<file path="src/include/prefetch_settings.svh">
`ifndef PREFETCH_SETTINGS_SVH
`define PREFETCH_SETTINGS_SVH

// Instruction words the fetch buffer can hold
// Bounds in-flight plus buffered fetches, valid range 2 to 8
`define PF_DEPTH 3

// Counter width, wide enough to hold PF_DEPTH itself
`define PF_CNT_W ($clog2(`PF_DEPTH + 1))

// Privilege used by the prefetcher until the first branch
`define PF_RESET_PRIV prefetch_pkg::PRIV_LVL_M

`endif

</file>
<file path="src/verilog/prefetch_pkg.sv">
package prefetch_pkg;

  ////////////////////
  // Privilege levels
  ////////////////////

  // Encoding follows the usual RISC-V mstatus.MPP values
  typedef enum logic [1:0] {
    PRIV_LVL_U = 2'b00,
    PRIV_LVL_S = 2'b01,
    PRIV_LVL_M = 2'b11
  } privlvl_t;

  ////////////////////
  // Prefetcher FSM
  ////////////////////

  // IDLE passes branch targets or incremented addresses
  // BRANCH_WAIT replays a branch target until the bus takes it
  typedef enum logic {
    IDLE        = 1'b0,
    BRANCH_WAIT = 1'b1
  } prefetch_state_e;

endpackage

</file>
<file path="src/verilog/prefetcher.sv">
`include "prefetch_settings.svh"

module prefetcher
(
  input  logic                  clk,
  input  logic                  rst_n,

  // Fetch buffer side
  input  logic                  fetch_branch_i,
  input  logic [31:0]           fetch_branch_addr_i,
  input  logic                  fetch_valid_i,
  output logic                  fetch_ready_o,
  input  logic                  fetch_ptr_access_i,
  output logic                  fetch_ptr_access_o,
  input  prefetch_pkg::privlvl_t fetch_priv_lvl_access_i,
  output prefetch_pkg::privlvl_t fetch_priv_lvl_access_o,

  // Bus request channel
  output logic                  trans_valid_o,
  input  logic                  trans_ready_i,
  output logic [31:0]           trans_addr_o,
  output logic                  trans_ptr_o
);

  import prefetch_pkg::*;

  prefetch_state_e state_q;
  prefetch_state_e state_nxt;

  // Attributes of the last branch or accepted request
  logic [31:0] trans_addr_q;
  logic [31:0] trans_addr_incr;
  logic        trans_ptr_q;
  privlvl_t    trans_priv_q;

  // Request accepted by the bus this cycle
  logic        trans_accept;

  // Next sequential word
  assign trans_addr_incr = trans_addr_q + 32'd4;

  // The fetch buffer alone decides when a request is wanted
  assign trans_valid_o = fetch_valid_i;
  assign trans_accept  = trans_valid_o && trans_ready_i;
  assign fetch_ready_o = trans_accept;

  // Pointer flag travels with the request
  assign trans_ptr_o = fetch_ptr_access_o;

  ////////////////////
  // Address FSM
  ////////////////////

  always_comb
  begin
    state_nxt               = state_q;
    trans_addr_o            = trans_addr_q;
    fetch_ptr_access_o      = trans_ptr_q;
    fetch_priv_lvl_access_o = trans_priv_q;

    case (state_q)
      IDLE:
      begin
        if (fetch_branch_i)
        begin
          // New stream starts at the branch target
          trans_addr_o            = fetch_branch_addr_i;
          fetch_ptr_access_o      = fetch_ptr_access_i;
          fetch_priv_lvl_access_o = fetch_priv_lvl_access_i;
          // Keep the target until the bus accepts it
          if (!trans_accept)
          begin
            state_nxt = BRANCH_WAIT;
          end
        end
        else
        begin
          // Sequential fetch, never a pointer access
          trans_addr_o            = trans_addr_incr;
          fetch_ptr_access_o      = 1'b0;
          fetch_priv_lvl_access_o = fetch_priv_lvl_access_i;
        end
      end

      BRANCH_WAIT:
      begin
        // Replay the stored target, a newer branch takes its place
        if (fetch_branch_i)
        begin
          trans_addr_o            = fetch_branch_addr_i;
          fetch_ptr_access_o      = fetch_ptr_access_i;
          fetch_priv_lvl_access_o = fetch_priv_lvl_access_i;
        end
        // Target taken, back to sequential prefetch
        if (trans_accept)
        begin
          state_nxt = IDLE;
        end
      end

      default:
      begin
        state_nxt = IDLE;
      end
    endcase
  end

  ////////////////////
  // Registers
  ////////////////////

  always_ff @(posedge clk or negedge rst_n)
  begin
    if (!rst_n)
    begin
      state_q      <= IDLE;
      trans_addr_q <= '0;
      trans_ptr_q  <= 1'b0;
      trans_priv_q <= `PF_RESET_PRIV;
    end
    else
    begin
      state_q <= state_nxt;
      // Capture on a branch or once the bus takes the request
      if (fetch_branch_i || trans_accept)
      begin
        trans_addr_q <= trans_addr_o;
        trans_ptr_q  <= fetch_ptr_access_o;
        trans_priv_q <= fetch_priv_lvl_access_o;
      end
    end
  end

endmodule

</file>
<file path="src/verilog/fetch_buffer.sv">
`include "prefetch_settings.svh"

module fetch_buffer
(
  input  logic                   clk,
  input  logic                   rst_n,

  // Branch from the core
  input  logic                   branch_i,
  input  logic [31:0]            branch_addr_i,
  input  logic                   branch_ptr_i,
  input  prefetch_pkg::privlvl_t branch_priv_i,

  // Instructions to the core
  output logic                   instr_valid_o,
  input  logic                   instr_ready_i,
  output logic [31:0]            instr_rdata_o,
  output logic [31:0]            instr_addr_o,
  output logic                   instr_ptr_o,
  output prefetch_pkg::privlvl_t instr_priv_o,

  // Prefetcher control
  output logic                   fetch_valid_o,
  output logic                   fetch_branch_o,
  output logic [31:0]            fetch_branch_addr_o,
  output logic                   fetch_ptr_access_o,
  output prefetch_pkg::privlvl_t fetch_priv_lvl_access_o,
  input  logic                   fetch_ready_i,
  input  logic                   fetch_ptr_access_ret_i,
  input  prefetch_pkg::privlvl_t fetch_priv_ret_i,

  // Bus responses, in request order
  input  logic                   resp_valid_i,
  input  logic [31:0]            resp_rdata_i
);

  import prefetch_pkg::*;

  localparam int DEPTH = `PF_DEPTH;
  localparam int CNT_W = `PF_CNT_W;
  localparam int PTR_W = $clog2(DEPTH);

  // Wrap a queue index at DEPTH
  function automatic logic [PTR_W-1:0] ptr_next(input logic [PTR_W-1:0] ptr);
    logic [PTR_W-1:0] nxt;
    nxt = (ptr == PTR_W'(DEPTH - 1)) ? '0 : ptr + 1'b1;
    return nxt;
  endfunction

  // Control state
  logic             active_q;
  privlvl_t         priv_q;
  logic [CNT_W-1:0] out_cnt_q;
  logic [CNT_W-1:0] disc_cnt_q;
  logic [CNT_W-1:0] fifo_cnt_q;
  logic [CNT_W:0]   room_sum;
  logic             resp_keep;
  logic             instr_pop;
  logic [31:0]      pc_q;

  // Attribute queue, one entry per accepted request
  logic             attr_ptr_q  [DEPTH];
  privlvl_t         attr_priv_q [DEPTH];
  logic [PTR_W-1:0] attr_wr_q;
  logic [PTR_W-1:0] attr_rd_q;
  logic [PTR_W-1:0] attr_wr_idx;

  // Instruction FIFO
  logic [31:0]      fifo_data_q [DEPTH];
  logic [31:0]      fifo_addr_q [DEPTH];
  logic             fifo_ptr_q  [DEPTH];
  privlvl_t         fifo_priv_q [DEPTH];
  logic [PTR_W-1:0] fifo_wr_q;
  logic [PTR_W-1:0] fifo_rd_q;

  ////////////////////
  // Request control
  ////////////////////

  // Branch info goes straight to the prefetcher
  assign fetch_branch_o      = branch_i;
  assign fetch_branch_addr_o = branch_addr_i;
  assign fetch_ptr_access_o  = branch_ptr_i;
  assign fetch_priv_lvl_access_o = branch_i ? branch_priv_i : priv_q;

  // FIFO is empty from the next cycle on a branch
  assign room_sum = {1'b0, out_cnt_q} + (branch_i ? '0 : {1'b0, fifo_cnt_q});

  // In-flight, discarded ones included, plus buffered stays within DEPTH
  assign fetch_valid_o = (branch_i || active_q) && (room_sum < (CNT_W + 1)'(DEPTH));

  // Old-stream responses are dropped, also the one arriving with a branch
  assign resp_keep = resp_valid_i && (disc_cnt_q == '0) && !branch_i;

  // No stale instruction moves in the branch cycle
  assign instr_valid_o = (fifo_cnt_q != '0) && !branch_i;
  assign instr_pop     = instr_valid_o && instr_ready_i;

  always_ff @(posedge clk or negedge rst_n)
  begin
    if (!rst_n)
    begin
      active_q   <= 1'b0;
      priv_q     <= `PF_RESET_PRIV;
      out_cnt_q  <= '0;
      disc_cnt_q <= '0;
      pc_q       <= '0;
    end
    else
    begin
      // Bus transactions not yet answered
      if (fetch_ready_i && !resp_valid_i)
      begin
        out_cnt_q <= out_cnt_q + 1'b1;
      end
      else if (!fetch_ready_i && resp_valid_i)
      begin
        out_cnt_q <= out_cnt_q - 1'b1;
      end

      if (branch_i)
      begin
        active_q   <= 1'b1;
        priv_q     <= branch_priv_i;
        pc_q       <= branch_addr_i;
        // Everything still in flight belongs to the old stream
        disc_cnt_q <= out_cnt_q - CNT_W'(resp_valid_i);
      end
      else
      begin
        if (resp_valid_i && (disc_cnt_q != '0))
        begin
          disc_cnt_q <= disc_cnt_q - 1'b1;
        end
        // Address of the next kept word
        if (resp_keep)
        begin
          pc_q <= pc_q + 32'd4;
        end
      end
    end
  end

  ////////////////////
  // Attribute queue
  ////////////////////

  // Cleared on a branch, the new target may land in slot 0 at once
  assign attr_wr_idx = branch_i ? '0 : attr_wr_q;

  always_ff @(posedge clk or negedge rst_n)
  begin
    if (!rst_n)
    begin
      attr_wr_q <= '0;
      attr_rd_q <= '0;
    end
    else
    begin
      if (fetch_ready_i)
      begin
        attr_wr_q <= ptr_next(attr_wr_idx);
      end
      else if (branch_i)
      begin
        attr_wr_q <= '0;
      end
      if (branch_i)
      begin
        attr_rd_q <= '0;
      end
      else if (resp_keep)
      begin
        attr_rd_q <= ptr_next(attr_rd_q);
      end
    end
  end

  always_ff @(posedge clk)
  begin
    if (fetch_ready_i)
    begin
      attr_ptr_q[attr_wr_idx]  <= fetch_ptr_access_ret_i;
      attr_priv_q[attr_wr_idx] <= fetch_priv_ret_i;
    end
  end

  ////////////////////
  // Instruction FIFO
  ////////////////////

  always_ff @(posedge clk or negedge rst_n)
  begin
    if (!rst_n)
    begin
      fifo_wr_q  <= '0;
      fifo_rd_q  <= '0;
      fifo_cnt_q <= '0;
    end
    else if (branch_i)
    begin
      // Flush, nothing is pushed or popped this cycle
      fifo_wr_q  <= '0;
      fifo_rd_q  <= '0;
      fifo_cnt_q <= '0;
    end
    else
    begin
      if (resp_keep)
      begin
        fifo_wr_q <= ptr_next(fifo_wr_q);
      end
      if (instr_pop)
      begin
        fifo_rd_q <= ptr_next(fifo_rd_q);
      end
      if (resp_keep && !instr_pop)
      begin
        fifo_cnt_q <= fifo_cnt_q + 1'b1;
      end
      else if (!resp_keep && instr_pop)
      begin
        fifo_cnt_q <= fifo_cnt_q - 1'b1;
      end
    end
  end

  // Kept word joins its request attributes and running PC
  always_ff @(posedge clk)
  begin
    if (resp_keep)
    begin
      fifo_data_q[fifo_wr_q] <= resp_rdata_i;
      fifo_addr_q[fifo_wr_q] <= pc_q;
      fifo_ptr_q[fifo_wr_q]  <= attr_ptr_q[attr_rd_q];
      fifo_priv_q[fifo_wr_q] <= attr_priv_q[attr_rd_q];
    end
  end

  assign instr_rdata_o = fifo_data_q[fifo_rd_q];
  assign instr_addr_o  = fifo_addr_q[fifo_rd_q];
  assign instr_ptr_o   = fifo_ptr_q[fifo_rd_q];
  assign instr_priv_o  = fifo_priv_q[fifo_rd_q];

endmodule

</file>
<file path="src/verilog/prefetch_unit.sv">
module prefetch_unit
(
  input  logic                   clk,
  input  logic                   rst_n,

  // Core side, branches
  input  logic                   branch_i,
  input  logic [31:0]            branch_addr_i,
  input  logic                   branch_ptr_i,
  input  prefetch_pkg::privlvl_t branch_priv_i,

  // Core side, instructions
  output logic                   instr_valid_o,
  input  logic                   instr_ready_i,
  output logic [31:0]            instr_rdata_o,
  output logic [31:0]            instr_addr_o,
  output logic                   instr_ptr_o,
  output prefetch_pkg::privlvl_t instr_priv_o,

  // Bus request channel
  output logic                   trans_valid_o,
  input  logic                   trans_ready_i,
  output logic [31:0]            trans_addr_o,
  output logic                   trans_ptr_o,
  output prefetch_pkg::privlvl_t trans_priv_o,

  // Bus responses
  input  logic                   resp_valid_i,
  input  logic [31:0]            resp_rdata_i
);

  import prefetch_pkg::*;

  // Buffer to prefetcher
  logic        fetch_valid;
  logic        fetch_branch;
  logic [31:0] fetch_branch_addr;
  logic        fetch_ptr_access;
  privlvl_t    fetch_priv_lvl_access;

  // Prefetcher to buffer, attributes of the accepted request
  logic        fetch_ready;
  logic        fetch_ptr_access_out;
  privlvl_t    fetch_priv_out;

  fetch_buffer u_fetch_buffer
  (
    .clk                     (clk),
    .rst_n                   (rst_n),
    .branch_i                (branch_i),
    .branch_addr_i           (branch_addr_i),
    .branch_ptr_i            (branch_ptr_i),
    .branch_priv_i           (branch_priv_i),
    .instr_valid_o           (instr_valid_o),
    .instr_ready_i           (instr_ready_i),
    .instr_rdata_o           (instr_rdata_o),
    .instr_addr_o            (instr_addr_o),
    .instr_ptr_o             (instr_ptr_o),
    .instr_priv_o            (instr_priv_o),
    .fetch_valid_o           (fetch_valid),
    .fetch_branch_o          (fetch_branch),
    .fetch_branch_addr_o     (fetch_branch_addr),
    .fetch_ptr_access_o      (fetch_ptr_access),
    .fetch_priv_lvl_access_o (fetch_priv_lvl_access),
    .fetch_ready_i           (fetch_ready),
    .fetch_ptr_access_ret_i  (fetch_ptr_access_out),
    .fetch_priv_ret_i        (fetch_priv_out),
    .resp_valid_i            (resp_valid_i),
    .resp_rdata_i            (resp_rdata_i)
  );

  prefetcher u_prefetcher
  (
    .clk                     (clk),
    .rst_n                   (rst_n),
    .fetch_branch_i          (fetch_branch),
    .fetch_branch_addr_i     (fetch_branch_addr),
    .fetch_valid_i           (fetch_valid),
    .fetch_ready_o           (fetch_ready),
    .fetch_ptr_access_i      (fetch_ptr_access),
    .fetch_ptr_access_o      (fetch_ptr_access_out),
    .fetch_priv_lvl_access_i (fetch_priv_lvl_access),
    .fetch_priv_lvl_access_o (fetch_priv_out),
    .trans_valid_o           (trans_valid_o),
    .trans_ready_i           (trans_ready_i),
    .trans_addr_o            (trans_addr_o),
    .trans_ptr_o             (trans_ptr_o)
  );

  // Bus privilege is that of the request on the channel
  assign trans_priv_o = fetch_priv_out;

endmodule

</file>
<file path="config.mk">
export PLATFORM = sky130hd
export DESIGN_NAME = prefetch_unit
export DESIGN_NICKNAME = d
export VERILOG_FILES = /design/src/verilog/prefetch_pkg.sv /design/src/verilog/prefetcher.sv /design/src/verilog/fetch_buffer.sv /design/src/verilog/prefetch_unit.sv
export VERILOG_INCLUDE_DIRS = /design/src /design/src/include
export SDC_FILE = /design/constraint.sdc
export NUM_CORES = 1
export LEC_CHECK = 0
export BUFFER_PORTS_ARGS = -buffer_cell sky130_fd_sc_hd__buf_2
export CORE_MARGIN = 4
export CORE_UTILIZATION = 45
export DETAILED_ROUTE_END_ITERATION = 16
export HOLD_SLACK_MARGIN = 0.1
export MAX_ROUTING_LAYER = met4
export SETUP_SLACK_MARGIN = 0.15
export SYNTH_ARGS = -nofsm -noshare
export SYNTH_HDL_FRONTEND = slang
export SYNTH_SLANG_ARGS = --single-unit
</file>
<file path="constraint.sdc">
create_clock -name clk -period 13.5 [get_ports clk]
set_input_delay 0 -clock clk [delete_from_list [all_inputs] [get_ports clk]]
set_output_delay 0 -clock clk [all_outputs]
set_load 0.01 [all_outputs]
</file>
==> results of run 1 <==
==> report_power, final <==
part           switching (W)  internal (W)
registers          0.0000943       0.00107
logic               0.000283      0.000218
clock network       0.000338      0.000474
==> state kept, by name, indices dropped and copies added (netlist names), 3 cells and up <==
register,cells
u_fetch_buffer.attr_ptr_q,3
u_prefetcher.trans_addr_q,32
u_fetch_buffer.fifo_ptr_q,3
u_fetch_buffer.pc_q,32
u_fetch_buffer.attr_priv_q,6
u_fetch_buffer.fifo_addr_q,96
u_fetch_buffer.fifo_data_q,96
u_fetch_buffer.fifo_priv_q,6
==> worst max-delay path, delay by kind of cell <==
| kind | cells | cell delay, ns |
|---|---|---|
| adders and majority gates | 2 | 0.71 |
| and+or+nand+nor | 4 | 1.10 |
| buffers and inverters | 4 | 1.59 |
| muxes | 1 | 0.42 |
==> final cells by class <==
class	count	area (um^2)
clock buffer	43	841
multi-input combinational	653	4380
fill	2427	12600
timing repair buffer	269	1790
tap	384	480
sequential	295	8450
clock inverter	15	140
inverter	19	71.3
==> synth_stat cells, types with 19 or more instances <==
master    count
inv_1        19
mux2i_1      83
nor2_1       34
dfrtp_1      81
nand4_1      29
clkbuf_1     48
xor2_1       33
o21ai_0      95
nand2_1     116
edfxtp_1    210
mux2_2       22
nand2b_1     20
nor3_1       21
xnor2_1      30
a21boi_0     38
==> routing by layer <==
metal / share of wire / vias up / wire (um)
li1: - / 4258 / -
met1: 0.47 / 4230 / 13700
met2: 0.46 / 216 / 13400
met3: 0.050 / 48 / 1460
met4: 0.020 / 0 / 593
met5: 0 / - / 0
==> layout by cell type, fill, tap and decap left out, drive strengths merged, types with 3 or more instances in the layout <==
cell type    instances
edfxtp             210
xor2                33
xnor2               30
inv                 19
nor4                16
a221oi               3
nand2b              20
mux2i               83
o21ai               95
nor3                21
or4                  3
and2                 4
nand2              116
clkbuf              43
mux2                22
clkinv              12
nand3b               3
a311oi               4
nand3               18
nor2                34
a21oi               17
a211o                3
dlygate4sd3         83
dfstp                4
nor4b                4
nor2b                5
a211oi               4
and3                12
o21bai               4
buf                186
nand4               31
dfrtp               81
and4                 9
ha                   6
a21boi              38
==> how the worst max path moves through the flow <==
stage	from	end
finish	branch_i	u_prefetcher.trans_addr_q[5]
detailed placement	branch_i	u_prefetcher.trans_ptr_q
global route	branch_i	u_prefetcher.trans_addr_q[3]
CTS	branch_i	u_prefetcher.trans_ptr_q
global placement	branch_i	u_prefetcher.trans_ptr_q
floorplan	u_fetch_buffer.disc_cnt_q[0]	u_fetch_buffer.fifo_addr_q[1][0]
==> through the flow <==
stage | setup WS [ns] | instance area (um^2) | util
5_1_grt | 9.84 | 16100 | 0.562
4_1_cts | 10.10 | 16100 | 0.562
6_report | 10.11 | 16100 | 0.562
3_5_place_dp | 10.06 | 14300 | 0.499
2_1_floorplan | 5.01 | 13100 | -
3_3_place_gp | 10.09 | 14300 | 0.499
==> cells by family (layout without fill, tap and decap cells) <==
logic type      after synthesis  in the layout  share of synthesized area
simple gates                303            303                      0.121
mux                         105            105                     0.0824
buf+inv                      74            346                     0.0223
flops                       295            295                      0.645
compound gates              175            175                     0.0805
xor+xnor                     63             63                     0.0422
fa+ha+maj                     7              7                    0.00727
==> what timing repair did <==
action	4_1_cts	5_1_grt
endpoints found under the setup margin	0	0
endpoints found under the hold margin	267	0
gates resized for setup	0	0
hold buffers	83	0
==> impl_metrics.json, run 1 <==
{
  "status": "finished clean",
  "cp.required_ns": 13.95,
  "die_h_um": 179,
  "relSlewSlack": 0.257,
  "grt_overflow_total": 0,
  "critPathKind": "input port to register",
  "clock_path_buffers": 3,
  "fp-row-count": 62,
  "synth_edf_count": 210,
  "syn2layout_area_growth_pct": 23.4,
  "synthArstFlopShare": 0.288,
  "min_period_over_period": 0.251,
  "setup.worst_path.start_class": "input port",
  "path_clk_slew_ns": 0.06,
  "place.gp.congestion": 0.813,
  "min-delay-path-class": "input port to register",
  "min_from": "resp_rdata_i[30]",
  "fin_nets": 1349,
  "critPathArrivalTime_ns": 3.84,
  "cts-buffers-inserted": 31,
  "r2r_setup_slack_ns": 10.16,
  "met1_usage": 0.260,
  "dp.cells": 1537,
  "ys_seq_area_frac": 0.645,
  "cts_tree": "built",
  "grt_max_degree": 99,
  "vias": 8752,
  "diodes": 0,
  "r2r_cells": 9,
  "fin_cells": 1678,
  "pin_count": 177,
  "synth_seq_cells": 295,
  "fin_crit_ns": 3.39,
  "firstDrtPassIters": 5,
  "ys.flop_type": "edfxtp_1",
  "fp.dieW_um": 179,
  "worst_hold_slack_ns": 0.178,
  "cts_max_level": 1,
  "leakage_nw": 5.77,
  "cap_violations": 0,
  "worstHoldEndpoint": "u_fetch_buffer.fifo_data_q[1][30]",
  "track_usage": 0.184,
  "grt.met2_usage": 0.287,
  "fmax_mhz": 295,
  "via_per_inst": 5.22,
  "postSynthCellCount": 1022,
  "clock_sinks": 295,
  "synth_top_cell_area_share": 0.482,
  "power_density_nw_per_um2": 154,
  "grtUsageMet3": 0.0248,
  "dp_hpwl_um": 18300,
  "wl_per_cell_um": 17.3,
  "drtIter0Drc": 481,
  "reg2reg_from": "u_fetch_buffer.fifo_cnt_q[0]",
  "tightest_slew_ns": 1.10,
  "cts-root-buf": "clkbuf_16",
  "finalSetupViolCount": 0,
  "dieArea_um2": 31900,
  "slowest_stage": "nor2_1",
  "fin_tns_setup_ns": 0,
  "wl_um": 29100,
  "netlist_top_cells_area": "edfxtp_1 (48%), dfrtp_1 (15%), mux2i_1 (6.3%)",
  "first_global_vias": 8508,
  "grt_pass1_wl_um": 45600,
  "drive_gt1_frac": 0.212,
  "ys_types": 53,
  "r2r-end": "u_prefetcher.trans_addr_q[5]",
  "max_stage_delay_ns": 0.84,
  "core_um2": 28700,
  "syn_nets": 1102,
  "cts_setup_buffers": 0,
  "total_power_w": 0.00248,
  "grt-busiest-layer": "met2",
  "synth_area_leader_cell": "edfxtp_1",
  "irDropWorstVdd_uv": 135,
  "synth_area_um2": 13100,
  "yosys_warnings": 0,
  "port_buffers": 176,
  "post-route-drc-count": 0,
  "clkLatencyLatePin_ns": 0.57,
  "crit_path_end_kind": "register",
  "final.setup_skew_ns": 0.0191,
  "cp_max_fo": 39,
  "slew_violations": 0,
  "synth_area_per_cell_um2": 12.8,
  "antenna_found_initial": 0,
  "floorplan.initialDensity": 0.456,
  "final_hold_viol_count": 0,
  "holdPathStages": 2,
  "grt_setup_unrepaired": "no",
  "final_antenna_net_count": 0,
  "path_cells": "dlygate4sd3_1, buf_2, nor2b_1, ha_1, fa_1, nand2_1, nand4b_1, buf_4, inv_1, nor2_1, mux2_2"
}
Note: power is estimated with default switching activity, not from simulation.
==> inputs of run 2 (changes only) <==
--- a/config.mk
+++ b/config.mk
@@ -12,6 +12,7 @@
 export DETAILED_ROUTE_END_ITERATION = 16
 export HOLD_SLACK_MARGIN = 0.1
 export MAX_ROUTING_LAYER = met4
+export PLACE_DENSITY = 0.67
 export SETUP_SLACK_MARGIN = 0.15
 export SYNTH_ARGS = -nofsm -noshare
 export SYNTH_HDL_FRONTEND = slang
==> constraint.sdc (replaced) <==
create_clock -name clk -period 2.8 [get_ports clk]
set_input_delay 0 -clock clk [delete_from_list [all_inputs] [get_ports clk]]
set_output_delay 0 -clock clk [all_outputs]
set_load 0.01 [all_outputs]
==> run 2 against run 1 <==
  * Global-route usage increased by 0.28 points
  * Wire length increased by 1.9%
  * Worst hold slack got worse by 0.059 ns
  * Critical path type is now register to output pin
  * Highest routed layer unchanged
==> impl_metrics.json, run 2 (synthesis results as in run 1) <==
{
  "setup.worst_path.start_class": "register",
  "drtIter0Drc": 646,
  "reg_top3": "u_fetch_buffer.fifo_addr_q x96, u_fetch_buffer.fifo_data_q x96",
  "dp.cells": 1548,
  "critPathArrivalTime_ns": 2.63,
  "leakage_nw": 5.94,
  "fp-row-count": 62,
  "r2r_cells": 10,
  "final_antenna_net_count": 0,
  "post-route-drc-count": 0,
  "reg2reg_from": "u_fetch_buffer.fifo_cnt_q[0]",
  "diodes": 0,
  "cts-buffers-inserted": 31,
  "cts_max_level": 1,
  "final_hold_viol_count": 0,
  "fp.dieW_um": 179,
  "wl_um": 29600,
  "critPathKind": "register to output pin",
  "status": "finished clean",
  "relSlewSlack": 0.404,
  "grt_max_degree": 95,
  "crit_start": "u_prefetcher.trans_addr_q[14]",
  "min_period_over_period": 0.939,
  "place.gp.congestion": 0.871,
  "fmax_mhz": 380,
  "path_clk_slew_ns": 0.06,
  "clock_path_buffers": 3,
  "core_um2": 28700,
  "vias": 8861,
  "firstDrtPassIters": 7,
  "min-delay-path-class": "input port to asynchronous set/reset pin",
  "pin_count": 177,
  "final.setup_skew_ns": 0.0204,
  "die_h_um": 179,
  "dieArea_um2": 31900,
  "drive_gt1_frac": 0.241,
  "cap_violations": 0,
  "mostFrequentLayoutCells": "edfxtp_1 (210), buf_2 (175), nand2_1 (115)",
  "tightest_slew_ns": 0.893,
  "first_global_vias": 8769,
  "irDropWorstVdd_uv": 597,
  "power_density_nw_per_um2": 735,
  "grt_pass1_wl_um": 46000,
  "r2r-end": "u_prefetcher.trans_addr_q[19]",
  "cp_max_fo": 10,
  "clkLatencyLatePin_ns": 0.55,
  "antenna_found_initial": 0,
  "cp.required_ns": 2.80,
  "syn2layout_area_growth_pct": 26.3,
  "fin_nets": 1373,
  "finalSetupViolCount": 0,
  "via_per_inst": 5.21,
  "track_usage": 0.187,
  "r2r_setup_slack_ns": 0.29,
  "slew_violations": 0,
  "clock_sinks": 295,
  "cts-root-buf": "clkbuf_16",
  "port_buffers": 176,
  "grt_setup_unrepaired": "yes",
  "dp_hpwl_um": 19000,
  "wl_per_cell_um": 17.4,
  "fin_cells": 1701,
  "grt_overflow_total": 0,
  "cts_tree": "built",
  "floorplan.initialDensity": 0.456,
  "cp-endpoint": "trans_addr_o[31]",
  "final_util": 0.576,
  "crit_path_end_kind": "output pin",
  "fin_crit_ns": 2.63,
  "final_common_cell": "edfxtp_1"
}
[run 2: cell count changes in the layout (fill, tap and decap cells not counted), moves of 6 or more]
cell,change
buf_12,+6
clkinv_1,+6
buf_4,+17
clkbuf_1,-6
[run 2: cell type report]
cell class | count | area (um^2)
clock buffers | 35 | 791
clock inverters | 22 | 171
fillers | 2314 | 12200
inverters | 19 | 71.3
multi-input cells | 653 | 4510
flip-flops and latches | 295 | 8450
well taps | 384 | 480
repair buffers | 293 | 2050
[run 2: worst min-delay path by stage]
| stage | to | depth (start not counted) |
|---|---|---|
| global route | u_fetch_buffer.fifo_data_q[1][27] | 2 |
| floorplan | u_fetch_buffer.active_q | 0 |
| CTS | u_prefetcher.trans_addr_q[30] | 2 |
| finish | u_prefetcher.trans_ptr_q | 2 |
| detailed placement | u_prefetcher.trans_ptr_q | 1 |
| global placement | u_prefetcher.trans_addr_q[5] | 1 |
[run 2: critical path, cell delays in order, from the launching register on]
cell     delay (ns)
dfrtp_1        0.45
nand2_1        0.14
or4_4          0.68
nor3_1         0.26
xor2_1         0.24
mux2_2         0.18
buf_2          0.12
[run 2: per-layer routing]
layer  wire (um)  GRT usage  up-vias
met5           0          -        -
met4         694     0.0461        0
met3        1770     0.0290       44
met2       13800      0.294      248
met1       13400      0.259     4256
li1            -          -     4313
[run 2: metrics by stage]
stage	area [um^2]	hold WS [ns]	setup TNS, ns	setup WS, ns	total power [W]
after floorplan	13200	-0.296	-125.58	-0.652	0.00721
after detailed placement	14500	0.178	0	0.358	0.00818
after global routing	16500	0.182	0	0.0827	0.0127
after global placement	14500	0.182	0	0.408	0.00811
after CTS	16400	0.133	0	0.0718	0.0122
final	16500	0.119	0	0.170	0.0121
[run 2: what timing repair did]
action	in CTS	in global routing
hold endpoints to repair	257	0
pin swaps	2	7
resized for setup	10	12
endpoints found under the setup margin	11	16
hold buffers	83	0
buffers inserted	5	8
[run 2: power breakdown]
part,total (W),internal (W),switching [W]
registers,0.00560,0.00518,0.000421
logic,0.00268,0.00119,0.00149
clock network,0.00385,0.00221,0.00164
total,0.0121,0.00859,0.00355
